==> config.mk <==
export PLATFORM = sky130hd
export DESIGN_NAME = biu_ahb_master
export DESIGN_NICKNAME = d
export VERILOG_FILES = /design/src/source/biu_ahb_pkg.sv /design/src/source/biu_req_decode.sv /design/src/source/ahb_addr_phase.sv /design/src/source/ahb_data_phase.sv /design/src/source/biu_ahb_master.sv
export SDC_FILE = /design/constraint.sdc
export NUM_CORES = 1
export LEC_CHECK = 0
export BUFFER_PORTS_ARGS = -buffer_cell sky130_fd_sc_hd__buf_2
export CORE_UTILIZATION = 51
export CTS_BUF_LIST = sky130_fd_sc_hd__clkbuf_4 sky130_fd_sc_hd__clkbuf_8
export DETAILED_ROUTE_END_ITERATION = 6
export MAX_ROUTING_LAYER = met4
export PLACE_DENSITY_LB_ADDON = 0.15
export SYNTH_ARGS = -nofsm -noshare
export SYNTH_HDL_FRONTEND = slang
export SYNTH_SLANG_ARGS = --single-unit
export TNS_END_PERCENT = 50
==> constraint.sdc <==
create_clock -name HCLK -period 3.2 [get_ports HCLK]
set_clock_uncertainty 0.1 [all_clocks]
set_input_delay 0 -clock HCLK [delete_from_list [all_inputs] [get_ports HCLK]]
set_output_delay 0 -clock HCLK [all_outputs]
set_load 0.01 [all_outputs]
==> src/source/biu_ahb_pkg.sv <==
// shared BIU/AHB-Lite codes; biu_type_e and hburst_e share one numbering, structs carry no address/data
package biu_ahb_pkg;

  //////////////////////////////////////////////////////////////////////
  // core side codes
  //////////////////////////////////////////////////////////////////////

  typedef enum logic [2:0] {
    BIU_BYTE  = 3'b000,
    BIU_HWORD = 3'b001,
    BIU_WORD  = 3'b010,
    BIU_DWORD = 3'b011   // only meaningful with XLEN 64
  } biu_size_e;

  typedef enum logic [2:0] {
    BIU_SINGLE = 3'b000,
    BIU_INCR   = 3'b001, // undefined length, issued as one beat
    BIU_WRAP4  = 3'b010,
    BIU_INCR4  = 3'b011,
    BIU_WRAP8  = 3'b100,
    BIU_INCR8  = 3'b101,
    BIU_WRAP16 = 3'b110,
    BIU_INCR16 = 3'b111
  } biu_type_e;

  // masks inside the 3 bit core protection code
  localparam logic [2:0] PROT_DATA       = 3'b001; // clear means opcode fetch
  localparam logic [2:0] PROT_PRIVILEGED = 3'b010; // clear means user
  localparam logic [2:0] PROT_CACHEABLE  = 3'b100;

  //////////////////////////////////////////////////////////////////////
  // AHB-Lite codes
  //////////////////////////////////////////////////////////////////////

  typedef enum logic [1:0] {
    HTRANS_IDLE   = 2'b00,
    HTRANS_BUSY   = 2'b01, // never issued, master does not stall bursts
    HTRANS_NONSEQ = 2'b10,
    HTRANS_SEQ    = 2'b11
  } htrans_e;

  typedef enum logic [2:0] {
    HBURST_SINGLE = 3'b000,
    HBURST_INCR   = 3'b001,
    HBURST_WRAP4  = 3'b010,
    HBURST_INCR4  = 3'b011,
    HBURST_WRAP8  = 3'b100,
    HBURST_INCR8  = 3'b101,
    HBURST_WRAP16 = 3'b110,
    HBURST_INCR16 = 3'b111
  } hburst_e;

  typedef enum logic {
    HRESP_OKAY  = 1'b0,
    HRESP_ERROR = 1'b1
  } hresp_e;

  // hsize encodings
  localparam logic [2:0] HSIZE_BYTE  = 3'b000;
  localparam logic [2:0] HSIZE_HWORD = 3'b001;
  localparam logic [2:0] HSIZE_WORD  = 3'b010;
  localparam logic [2:0] HSIZE_DWORD = 3'b011;

  // hprot bit values, the "off" values are zero
  localparam logic [3:0] HPROT_OPCODE         = 4'b0000;
  localparam logic [3:0] HPROT_DATA           = 4'b0001;
  localparam logic [3:0] HPROT_USER           = 4'b0000;
  localparam logic [3:0] HPROT_PRIVILEGED     = 4'b0010;
  localparam logic [3:0] HPROT_NON_BUFFERABLE = 4'b0000;
  localparam logic [3:0] HPROT_NON_CACHEABLE  = 4'b0000;
  localparam logic [3:0] HPROT_CACHEABLE      = 4'b1000;

  // data, privileged, non-bufferable, non-cacheable
  localparam logic [3:0] HPROT_RESET = HPROT_DATA | HPROT_PRIVILEGED |
                                       HPROT_NON_BUFFERABLE | HPROT_NON_CACHEABLE;

  //////////////////////////////////////////////////////////////////////
  // stage structs
  //////////////////////////////////////////////////////////////////////

  typedef struct packed {
    logic       hwrite;
    logic [2:0] hsize;
    hburst_e    hburst;
    logic [3:0] hprot;
    logic       hmastlock;
  } ahb_ctrl_t;   // 12 bits

  typedef struct packed {
    ahb_ctrl_t  ctrl;
    logic [3:0] beats_m1;  // beat count minus one
  } biu_cmd_t;    // 16 bits

endpackage

==> src/source/biu_req_decode.sv <==
// purely combinational; size codes above DWORD fall back to a byte transfer, INCR is one beat
module biu_req_decode
  import biu_ahb_pkg::*;
(
  input  biu_size_e  biu_size_i,
  input  biu_type_e  biu_type_i,
  input  logic [2:0] biu_prot_i,
  input  logic       biu_lock_i,
  input  logic       biu_we_i,
  output biu_cmd_t   cmd_o
);

  //////////////////////////////////////////////////////////////////////
  // code mapping
  //////////////////////////////////////////////////////////////////////

  always_comb begin
    cmd_o.ctrl.hwrite    = biu_we_i;
    cmd_o.ctrl.hmastlock = biu_lock_i;

    // transfer size
    case (biu_size_i)
      BIU_BYTE:  cmd_o.ctrl.hsize = HSIZE_BYTE;
      BIU_HWORD: cmd_o.ctrl.hsize = HSIZE_HWORD;
      BIU_WORD:  cmd_o.ctrl.hsize = HSIZE_WORD;
      BIU_DWORD: cmd_o.ctrl.hsize = HSIZE_DWORD;
      default:   cmd_o.ctrl.hsize = HSIZE_BYTE;   // unknown code, keep it harmless
    endcase

    // burst type
    case (biu_type_i)
      BIU_SINGLE: cmd_o.ctrl.hburst = HBURST_SINGLE;
      BIU_INCR:   cmd_o.ctrl.hburst = HBURST_INCR;
      BIU_WRAP4:  cmd_o.ctrl.hburst = HBURST_WRAP4;
      BIU_INCR4:  cmd_o.ctrl.hburst = HBURST_INCR4;
      BIU_WRAP8:  cmd_o.ctrl.hburst = HBURST_WRAP8;
      BIU_INCR8:  cmd_o.ctrl.hburst = HBURST_INCR8;
      BIU_WRAP16: cmd_o.ctrl.hburst = HBURST_WRAP16;
      BIU_INCR16: cmd_o.ctrl.hburst = HBURST_INCR16;
      default:    cmd_o.ctrl.hburst = HBURST_SINGLE;   // X on the type input, single beat
    endcase

    // beats per burst minus one
    case (biu_type_i)
      BIU_WRAP4, BIU_INCR4:   cmd_o.beats_m1 = 4'd3;
      BIU_WRAP8, BIU_INCR8:   cmd_o.beats_m1 = 4'd7;
      BIU_WRAP16, BIU_INCR16: cmd_o.beats_m1 = 4'd15;
      default:                cmd_o.beats_m1 = 4'd0;    // SINGLE, INCR or unknown
    endcase

    // protection, one bit at a time
    cmd_o.ctrl.hprot = (|(biu_prot_i & PROT_DATA)) ? HPROT_DATA : HPROT_OPCODE;
    cmd_o.ctrl.hprot = cmd_o.ctrl.hprot |
                       ((|(biu_prot_i & PROT_PRIVILEGED)) ? HPROT_PRIVILEGED : HPROT_USER);
    cmd_o.ctrl.hprot = cmd_o.ctrl.hprot |
                       ((|(biu_prot_i & PROT_CACHEABLE)) ? HPROT_CACHEABLE
                                                         : HPROT_NON_CACHEABLE);
  end

endmodule

==> src/source/ahb_addr_phase.sv <==
// XLEN must be 32 or 64; bursts never insert BUSY and an ERROR seen with hready low aborts them
module ahb_addr_phase
  import biu_ahb_pkg::*;
#(
  parameter int XLEN = 32,
  parameter int PLEN = 32
) (
  input  logic            HCLK,
  input  logic            HRESETn,

  // core side
  input  logic            biu_stb_i,
  input  logic [PLEN-1:0] biu_adri_i,
  input  biu_cmd_t        cmd_i,       // from request decode
  output logic            biu_stb_ack_o,
  output logic            biu_d_ack_o,

  // AHB-Lite address phase
  input  logic            hready_i,
  input  hresp_e          hresp_i,
  output logic            hsel_o,
  output logic [PLEN-1:0] haddr_o,
  output htrans_e         htrans_o,
  output ahb_ctrl_t       ctrl_o,

  // to data stage
  output logic            data_ena_o,  // a beat sits in the address phase
  output logic            err_o        // one-cycle abort pulse
);

  localparam int STEP = XLEN / 8;      // bytes per beat

  logic [3:0] burst_cnt;               // beats left after the current one

  //////////////////////////////////////////////////////////////////////
  // next burst address
  //////////////////////////////////////////////////////////////////////

  function automatic logic [PLEN-1:0] nxt_addr(input logic [PLEN-1:0] addr,
                                               input hburst_e         hburst);
    logic [PLEN-1:0] lin;   // linear step, aligned to the beat
    logic [PLEN-1:0] wmask; // offset bits inside the wrap block
    lin = (addr + PLEN'(STEP)) & ~PLEN'(STEP - 1);
    case (hburst)
      HBURST_WRAP4:  wmask = PLEN'(4 * STEP - 1);
      HBURST_WRAP8:  wmask = PLEN'(8 * STEP - 1);
      HBURST_WRAP16: wmask = PLEN'(16 * STEP - 1);
      default:       wmask = '1;       // incrementing, take all bits
    endcase
    return (addr & ~wmask) | (lin & wmask); // upper bits stay for wraps
  endfunction

  //////////////////////////////////////////////////////////////////////
  // address phase registers
  //////////////////////////////////////////////////////////////////////

  always_ff @(posedge HCLK or negedge HRESETn) begin
    if (!HRESETn) begin
      burst_cnt  <= 4'd0;
      data_ena_o <= 1'b0;
      err_o      <= 1'b0;
      hsel_o     <= 1'b0;
      haddr_o    <= '0;
      htrans_o   <= HTRANS_IDLE;
      ctrl_o     <= '{hwrite: 1'b0, hsize: HSIZE_BYTE, hburst: HBURST_SINGLE,
                      hprot: HPROT_RESET, hmastlock: 1'b0};
    end else begin
      err_o <= 1'b0;                   // pulse only

      if (hready_i) begin
        if (burst_cnt == 4'd0) begin
          // idle or last beat issued, may start a new request
          if (biu_stb_i && !err_o) begin
            burst_cnt  <= cmd_i.beats_m1;
            data_ena_o <= 1'b1;
            hsel_o     <= 1'b1;
            haddr_o    <= biu_adri_i;
            htrans_o   <= HTRANS_NONSEQ;  // first beat
            ctrl_o     <= cmd_i.ctrl;
          end else begin
            data_ena_o       <= 1'b0;
            hsel_o           <= 1'b0;
            htrans_o         <= HTRANS_IDLE;
            ctrl_o.hmastlock <= cmd_i.ctrl.hmastlock; // lock may be held between transfers
          end
        end else begin
          // burst in progress
          burst_cnt  <= burst_cnt - 4'd1;
          data_ena_o <= 1'b1;
          htrans_o   <= HTRANS_SEQ;
          haddr_o    <= nxt_addr(haddr_o, ctrl_o.hburst);
        end
      end else if (hresp_i == HRESP_ERROR) begin
        // first cycle of the two-cycle error response, drop the rest
        burst_cnt  <= 4'd0;
        data_ena_o <= 1'b0;
        hsel_o     <= 1'b0;
        htrans_o   <= HTRANS_IDLE;
        err_o      <= 1'b1;
      end
    end
  end

  //////////////////////////////////////////////////////////////////////
  // core handshakes
  //////////////////////////////////////////////////////////////////////

  // new strobe only between bursts and never in the error pulse cycle
  assign biu_stb_ack_o = hready_i & (burst_cnt == 4'd0) & biu_stb_i & ~err_o;
  assign biu_d_ack_o   = hready_i & data_ena_o;  // core moves to next write datum

endmodule

==> src/source/ahb_data_phase.sv <==
// write data is taken once per hready edge; read data and hready are passed on unregistered
module ahb_data_phase
  import biu_ahb_pkg::*;
#(
  parameter int XLEN = 32,
  parameter int PLEN = 32
) (
  input  logic            HCLK,
  input  logic            HRESETn,

  input  logic            hready_i,
  input  logic            data_ena_i,  // beat in address phase
  input  logic [PLEN-1:0] haddr_i,     // its address

  // core data
  input  logic [XLEN-1:0] biu_d_i,
  output logic [XLEN-1:0] biu_q_o,
  output logic [PLEN-1:0] biu_adro_o,
  output logic            biu_ack_o,

  // AHB-Lite data phase
  input  logic [XLEN-1:0] hrdata_i,
  output logic [XLEN-1:0] hwdata_o
);

  logic data_ena_d;                    // a beat sits in the data phase

  //////////////////////////////////////////////////////////////////////
  // data phase tracking
  //////////////////////////////////////////////////////////////////////

  always_ff @(posedge HCLK or negedge HRESETn) begin
    if (!HRESETn) begin
      data_ena_d <= 1'b0;
    end else if (hready_i) begin
      data_ena_d <= data_ena_i;        // follows the address phase by one beat
    end
  end

  //////////////////////////////////////////////////////////////////////
  // payload
  //////////////////////////////////////////////////////////////////////

  // datum of the beat leaving the address phase goes onto hwdata
  always_ff @(posedge HCLK) begin
    if (hready_i) begin
      hwdata_o   <= biu_d_i;
      biu_adro_o <= haddr_i;           // address of the beat now in data phase
    end
  end

  //////////////////////////////////////////////////////////////////////
  // core outputs
  //////////////////////////////////////////////////////////////////////

  assign biu_q_o   = hrdata_i;                // valid with biu_ack_o on reads
  assign biu_ack_o = hready_i & data_ena_d;   // data phase done

endmodule

==> src/source/biu_ahb_master.sv <==
// AHB-Lite master port only, no bridge below; XLEN 32 or 64, hsel/hready are single-slave style
module biu_ahb_master
  import biu_ahb_pkg::*;
#(
  parameter int XLEN = 32,
  parameter int PLEN = 32
) (
  input  logic            HCLK,
  input  logic            HRESETn,

  // BIU core port
  input  logic            biu_stb_i,     // held until biu_stb_ack_o
  output logic            biu_stb_ack_o,
  output logic            biu_d_ack_o,   // present next write datum
  input  logic [PLEN-1:0] biu_adri_i,
  output logic [PLEN-1:0] biu_adro_o,
  input  biu_size_e       biu_size_i,
  input  biu_type_e       biu_type_i,
  input  logic [2:0]      biu_prot_i,
  input  logic            biu_lock_i,
  input  logic            biu_we_i,
  input  logic [XLEN-1:0] biu_d_i,
  output logic [XLEN-1:0] biu_q_o,
  output logic            biu_ack_o,
  output logic            biu_err_o,

  // AHB-Lite master port
  output logic            hsel_o,
  output logic [PLEN-1:0] haddr_o,
  output logic [XLEN-1:0] hwdata_o,
  input  logic [XLEN-1:0] hrdata_i,
  output htrans_e         htrans_o,
  output ahb_ctrl_t       ctrl_o,        // hwrite, hsize, hburst, hprot, hmastlock
  input  logic            hready_i,
  input  hresp_e          hresp_i
);

  biu_cmd_t cmd;          // decoded request
  logic     ap_data_ena;  // beat in address phase

  //////////////////////////////////////////////////////////////////////
  // stage 0, request decode
  //////////////////////////////////////////////////////////////////////

  biu_req_decode req_decode_inst (
    .biu_size_i (biu_size_i),
    .biu_type_i (biu_type_i),
    .biu_prot_i (biu_prot_i),
    .biu_lock_i (biu_lock_i),
    .biu_we_i   (biu_we_i),
    .cmd_o      (cmd)
  );

  // stage 1, address phase and burst sequencing
  ahb_addr_phase #(.XLEN(XLEN), .PLEN(PLEN)) addr_phase_inst (
    .HCLK          (HCLK),
    .HRESETn       (HRESETn),
    .biu_stb_i     (biu_stb_i),
    .biu_adri_i    (biu_adri_i),
    .cmd_i         (cmd),
    .biu_stb_ack_o (biu_stb_ack_o),
    .biu_d_ack_o   (biu_d_ack_o),
    .hready_i      (hready_i),
    .hresp_i       (hresp_i),
    .hsel_o        (hsel_o),
    .haddr_o       (haddr_o),
    .htrans_o      (htrans_o),
    .ctrl_o        (ctrl_o),
    .data_ena_o    (ap_data_ena),
    .err_o         (biu_err_o)     // abort pulse straight to the core
  );

  // stage 2, data phase
  ahb_data_phase #(.XLEN(XLEN), .PLEN(PLEN)) data_phase_inst (
    .HCLK       (HCLK),
    .HRESETn    (HRESETn),
    .hready_i   (hready_i),
    .data_ena_i (ap_data_ena),
    .haddr_i    (haddr_o),
    .biu_d_i    (biu_d_i),
    .biu_q_o    (biu_q_o),
    .biu_adro_o (biu_adro_o),
    .biu_ack_o  (biu_ack_o),
    .hrdata_i   (hrdata_i),
    .hwdata_o   (hwdata_o)
  );

endmodule

* Yosys cells after proc, flatten, opt, wreduce, memory -nomap -nowiden
Memory sizes are Yosys's and may differ from the RTL's. A register that Yosys moved wholly into a read port is not among the register bits. Cells that the tools add are included.
Storage, ports and cells: bits in read-only memories 24, bits in registers 115, memories kept 1, input bits 112, word-level logic and storage cells 82, output and inout bits 147
Operators by class: bitwise operators 12, equal/unequal tests 15, reduce and logical (&&, ||, !) cells 13, add/sub/neg operators 2, muxes and demuxes 26
Memories:
- (no name shown) | words 8, width 3, rd ports 1, clocked after Yosys merged registers in 1, write ports 0, line biu_req_decode.sv:31 | case (biu_type_i)
Operators with widths (number):
- $mux W32 | 4
- $pmux W32 S3 | 1
- $and A32 B32 Y32 | 2
- $add A32 B3 Y32 const B | 1
- $not A32 Y32 | 1
- $or A32 B32 Y32 | 1
- $mux W4 | 5
- $eq A3 B3 Y1 const B | 6
- $eq A3 B2 Y1 const B | 5
- $pmux W4 S3 | 1
- $mux W2 | 5
- $mux W1 | 9
- $or A4 B4 Y4 | 2
- $reduce_and A2 Y1 | 4
- $pmux W2 S3 | 1
- $reduce_or A2 Y1 | 3
- $and A1 B1 Y1 | 5
- $logic_not A4 Y1 | 1
- $ne A2 B1 Y1 const B | 2
- $sub A4 B1 Y4 const B | 1
- $eq A3 B1 Y1 const B | 1
- $ne A3 B2 Y1 const B | 1
- $reduce_and A3 Y1 | 1
- $logic_not A1 Y1 | 2
- other kinds (3) | 3

* Logic depth before layout (Yosys ltp)
word-level depth 8, gate-level depth with buffers 10

* By module
Synthesis repeated with hierarchy kept, for this count alone.
Unflattened totals: cells, all modules 465, area, all modules 5391.4 um^2
Modules (own cells, without submodules):
- ahb_addr_phase | times used 1, area each 3065.4 um^2, cells each 349
- ahb_data_phase | times used 1, area each 2209.6 um^2, cells each 99
- biu_req_decode | times used 1, area each 116.4 um^2, cells each 17

* Worst setup path after synthesis
Ideal clock, no wire load.
path kind register to register, start point register addr_phase_inst.burst_cnt[0], end point register with a tool-made name, setup slack 1.012 ns, cell stages (with the launch flop) 11, setup time 0.133 ns, path buffers 2, data arrival time 1.955 ns, path through dfrtp_1 inv_1 ha_1 or3b_1 buf_2 o21a_1 nand2_2 inv_2 buf_2 nand2_1 nand4_1
RTL lines:
- start, declared | line ahb_addr_phase.sv:33 | logic [3:0] burst_cnt;
- start signal, assigned | line ahb_addr_phase.sv:74 | burst_cnt <= cmd_i.beats_m1;
- start signal, assigned | line ahb_addr_phase.sv:88 | burst_cnt <= burst_cnt - 4'd1;

* Worst setup path in the final report
start point register addr_phase_inst.burst_cnt[0], end point register, netlist name addr_phase_inst.ctrl_o[9]
Between the ends: cells in the longest elaborated chain, start to end 2
Ends and longest elaborated chain:
- $logic_not A4 Y1 | line ahb_addr_phase.sv:71 | if (burst_cnt == 4'd0) begin
- $reduce_and A3 Y1 (no line)
Every way passes these cells. A chain may end at the register's enable or synchronous reset.

==> impl_metrics.yaml <==
clock_tree:
  root_buffer: "clkbuf_8"
  cts_tree: "yes"
  cts_buffers: 17
  h-tree-depth: 4
  cts_resized: 0
  clkTransAtPathRegs_ns: 0.07
  clk_latency_ns: 0.42
  clockBufferDepth: 2
  postCtsSetupRepairBufs: 0
  clock_sinks: 115
pwr:
  vdd_drop_max_mv: 0.509
  pwr-share-comb: 0.364
  powerDensity_nw_per_um2: 794
  p_leak_nw: 3.29
  p_switching_mw: 2.27
  intPower_mw: 3.70
  clkPwrFrac: 0.220
  seqPwrFrac: 0.416
  p_sw_frac: 0.380
critical_path:
  cp.depth: 10
  cp_slowest_cell: "dlygate4sd3_1"
  r2r.worst_path.cells: 10
  cp_data_arrival_time_ns: 3.16
  timing.rr.start: "addr_phase_inst.burst_cnt[0]"
  crit_chain: "inv_1 > ha_1 > or3b_1 > buf_4 > o21a_1 > nand2_2 > inv_2 > nand3b_1 > dlygate4sd3_1 > nand2_1"
  start_kind: "flop"
  crit_type: "reg2reg"
  setup.worst_path.end: "addr_phase_inst.ctrl_o[9]"
  setup.worst_path.start: "addr_phase_inst.burst_cnt[0]"
  rr_endpoint: "addr_phase_inst.ctrl_o[9]"
  critPathBufInv: 4
  r2r_setup_slack_ns: 0.25
  crit_family: "buffers and inverters"
  slowest_delay_ns: 0.55
  crit_fanout: 19
  required_ns: 3.42
  cp-end-kind: "flop"
layout:
  nets: 836
  syn_to_final_growth_pct: 47.2
  drive_above_1_share: 0.346
  layout.cells.non_filler: 867
  diodes: 0
floorplan:
  start_util: 0.525
  die_x_um: 102
  ios: 259
  dieArea_um2: 10400
  die_h_um: 102
  rows: 36
  core_um2: 9730
sta:
  slew_viol_final: 0
  setup_ws_ns: 0.251
  clock.fmax_ghz: 0.339
  period_minus_slack_ns: 2.95
  hold_violations: 0
  hold_ws_ns: 0.0778
  rsz0062_at_grt: "no"
  setup_tns_ns: 0
  finalCritPeriodShare: 0.921
  slew_headroom: 0.524
  max_slew.worst_pin.slew_ns: 0.713
  setup_viol: 0
yosys:
  synthesis.area_um2: 5110
  synth_simple_gate_area_frac: 0.148
  yosys_warnings: 0
  synth_fa_ha_area_frac: 0.00735
  synth.mux.area_fraction: 0.0164
  syn_area_per_cell_um2: 11.7
  netlist_instances: 436
  synth_edf_count: 64
  synthFlopType: "edfxtp_1"
  synthDistinctLibCells: 59
  synth_top_family_by_area: "simple AND/OR/NAND/NOR gates"
  synth_xor_area_frac: 0.00171
  seq_area_frac_synth: 0.627
  async_flop_share: 0.443
  synth_compound_area_frac: 0.129
  synth-seq-cells: 115
global_route:
  grt_antenna_before_repair: 0
  grt.total_usage: 0.289
  grt_pass1_vias: 4330
  overflow: 0
  grt_max_degree: 41
  grt_pass1_wl_um: 21700
routing:
  vias_per_cell: 5.30
  wire_per_inst_um: 16.7
  first_pass_iters: 5
  drtIter0Drc: 223
  num_vias: 4597
  antenna_left: 0
  drc_errors: 0
  wirelength_um: 14500
outcome:
  status: "complete, no violations"
place:
  gp_congestion: 0.864
  dp.cells: 723
  portBuffers: 192
  dpl.hpwl_um: 9070
  place_ws_ns: 0.675
min_path:
  min_path_type: "in2async"
flow_run:
  cap_violations: 0
cells in the mapped netlist, drive strengths merged (6+ instances only):
| master | count | area share |
|---|---|---|
| a21oi | 30 | 0.029 |
| a2bb2oi | 9 | 0.015 |
| buf | 41 | 0.058 |
| clkbuf | 11 | 0.0081 |
| dfrtp | 49 | 0.24 |
| edfxtp | 64 | 0.38 |
| nand2 | 58 | 0.043 |
| nand3 | 20 | 0.023 |
| nand4 | 14 | 0.017 |
| nor2 | 20 | 0.015 |
| nor3 | 7 | 0.0078 |
| nor4 | 6 | 0.012 |
| o21ai | 23 | 0.023 |
| o22ai | 12 | 0.015 |
timing repair:
item / CTS / global route
endpoints found under the setup margin: 0 / 0
hold buffers: 112 / 0
endpoints found under the hold margin: 167 / 0
layout by cell type, fill, tap and decap left out, types with 12 or more instances in the layout:
cell / instances
nand3_1: 18
nor2_1: 20
edfxtp_1: 64
clkbuf_8: 18
nand2_1: 57
dlygate4sd3_1: 112
dfrtp_1: 49
buf_2: 191
a21oi_1: 30
buf_4: 14
nand4_1: 14
o21ai_0: 22
o22ai_1: 12
area by class of cell:
| cell class | instances | area (um2) |
|---|---|---|
| tap | 133 | 166 |
| fill | 665 | 2210 |
| multi-input combinational | 265 | 1560 |
| inverter | 5 | 18.8 |
| timing repair buffer | 317 | 2180 |
| sequential | 115 | 3200 |
| clock inverter | 13 | 135 |
| clock buffer | 19 | 255 |
how the worst min path moves through the flow:
stage	from	endpoint	slack, ns	depth (start not counted)
detailed placement	hrdata_i[17]	biu_q_o[17]	-0.1	0
global route	biu_stb_i	addr_phase_inst.hsel_o	0.10	5
floorplan	HRESETn	async pin	-0.40	0
global placement	hrdata_i[17]	biu_q_o[17]	-0.1	0
CTS	HRESETn	async pin	0.06	2
finish	HRESETn	addr_phase_inst.ctrl_o[6]	0.08	2
power groups by stage:
stage	sequential, mW	combinational (mW)	clock, mW
2_1_floorplan	2.59	1.11	0
3_3_place_gp	2.48	1.97	0
3_5_place_dp	2.50	2.04	0
4_1_cts	2.47	2.16	1.33
5_1_grt	2.56	2.39	1.40
6_report	2.49	2.17	1.31
layer usage:
| metal | up-vias | global-route usage | wire length (um) |
|---|---|---|---|
| li1 | 2167 | - | - |
| met1 | 2200 | 0.343 | 5730 |
| met2 | 220 | 0.485 | 7550 |
| met3 | 10 | 0.0711 | 1110 |
| met4 | 0 | 0.0890 | 101 |
| met5 | - | - | 0 |
cells by family (layout without fill, tap and decap cells):
| family | Yosys count | in the layout |
|---|---|---|
| muxes | 8 | 8 |
| buffers and inverters | 57 | 354 |
| DFF | 115 | 115 |
| xor gates and xnor gates | 1 | 1 |
| other | 1 | 2 |
| and+or+nand+nor | 147 | 147 |
| adders and majority gates | 3 | 3 |
| AOI/OAI and AO/OA | 104 | 104 |
stage by stage:
step	total power, mW	instance area, um2	util
after global routing	6.34	7520	0.773
after CTS	5.97	7520	0.773
after detailed placement	4.53	6010	0.617
after global placement	4.44	6010	0.617
final	5.97	7520	0.773
after floorplan	3.71	5110	-
No activity file was read; power rests on OpenSTA's default activity.
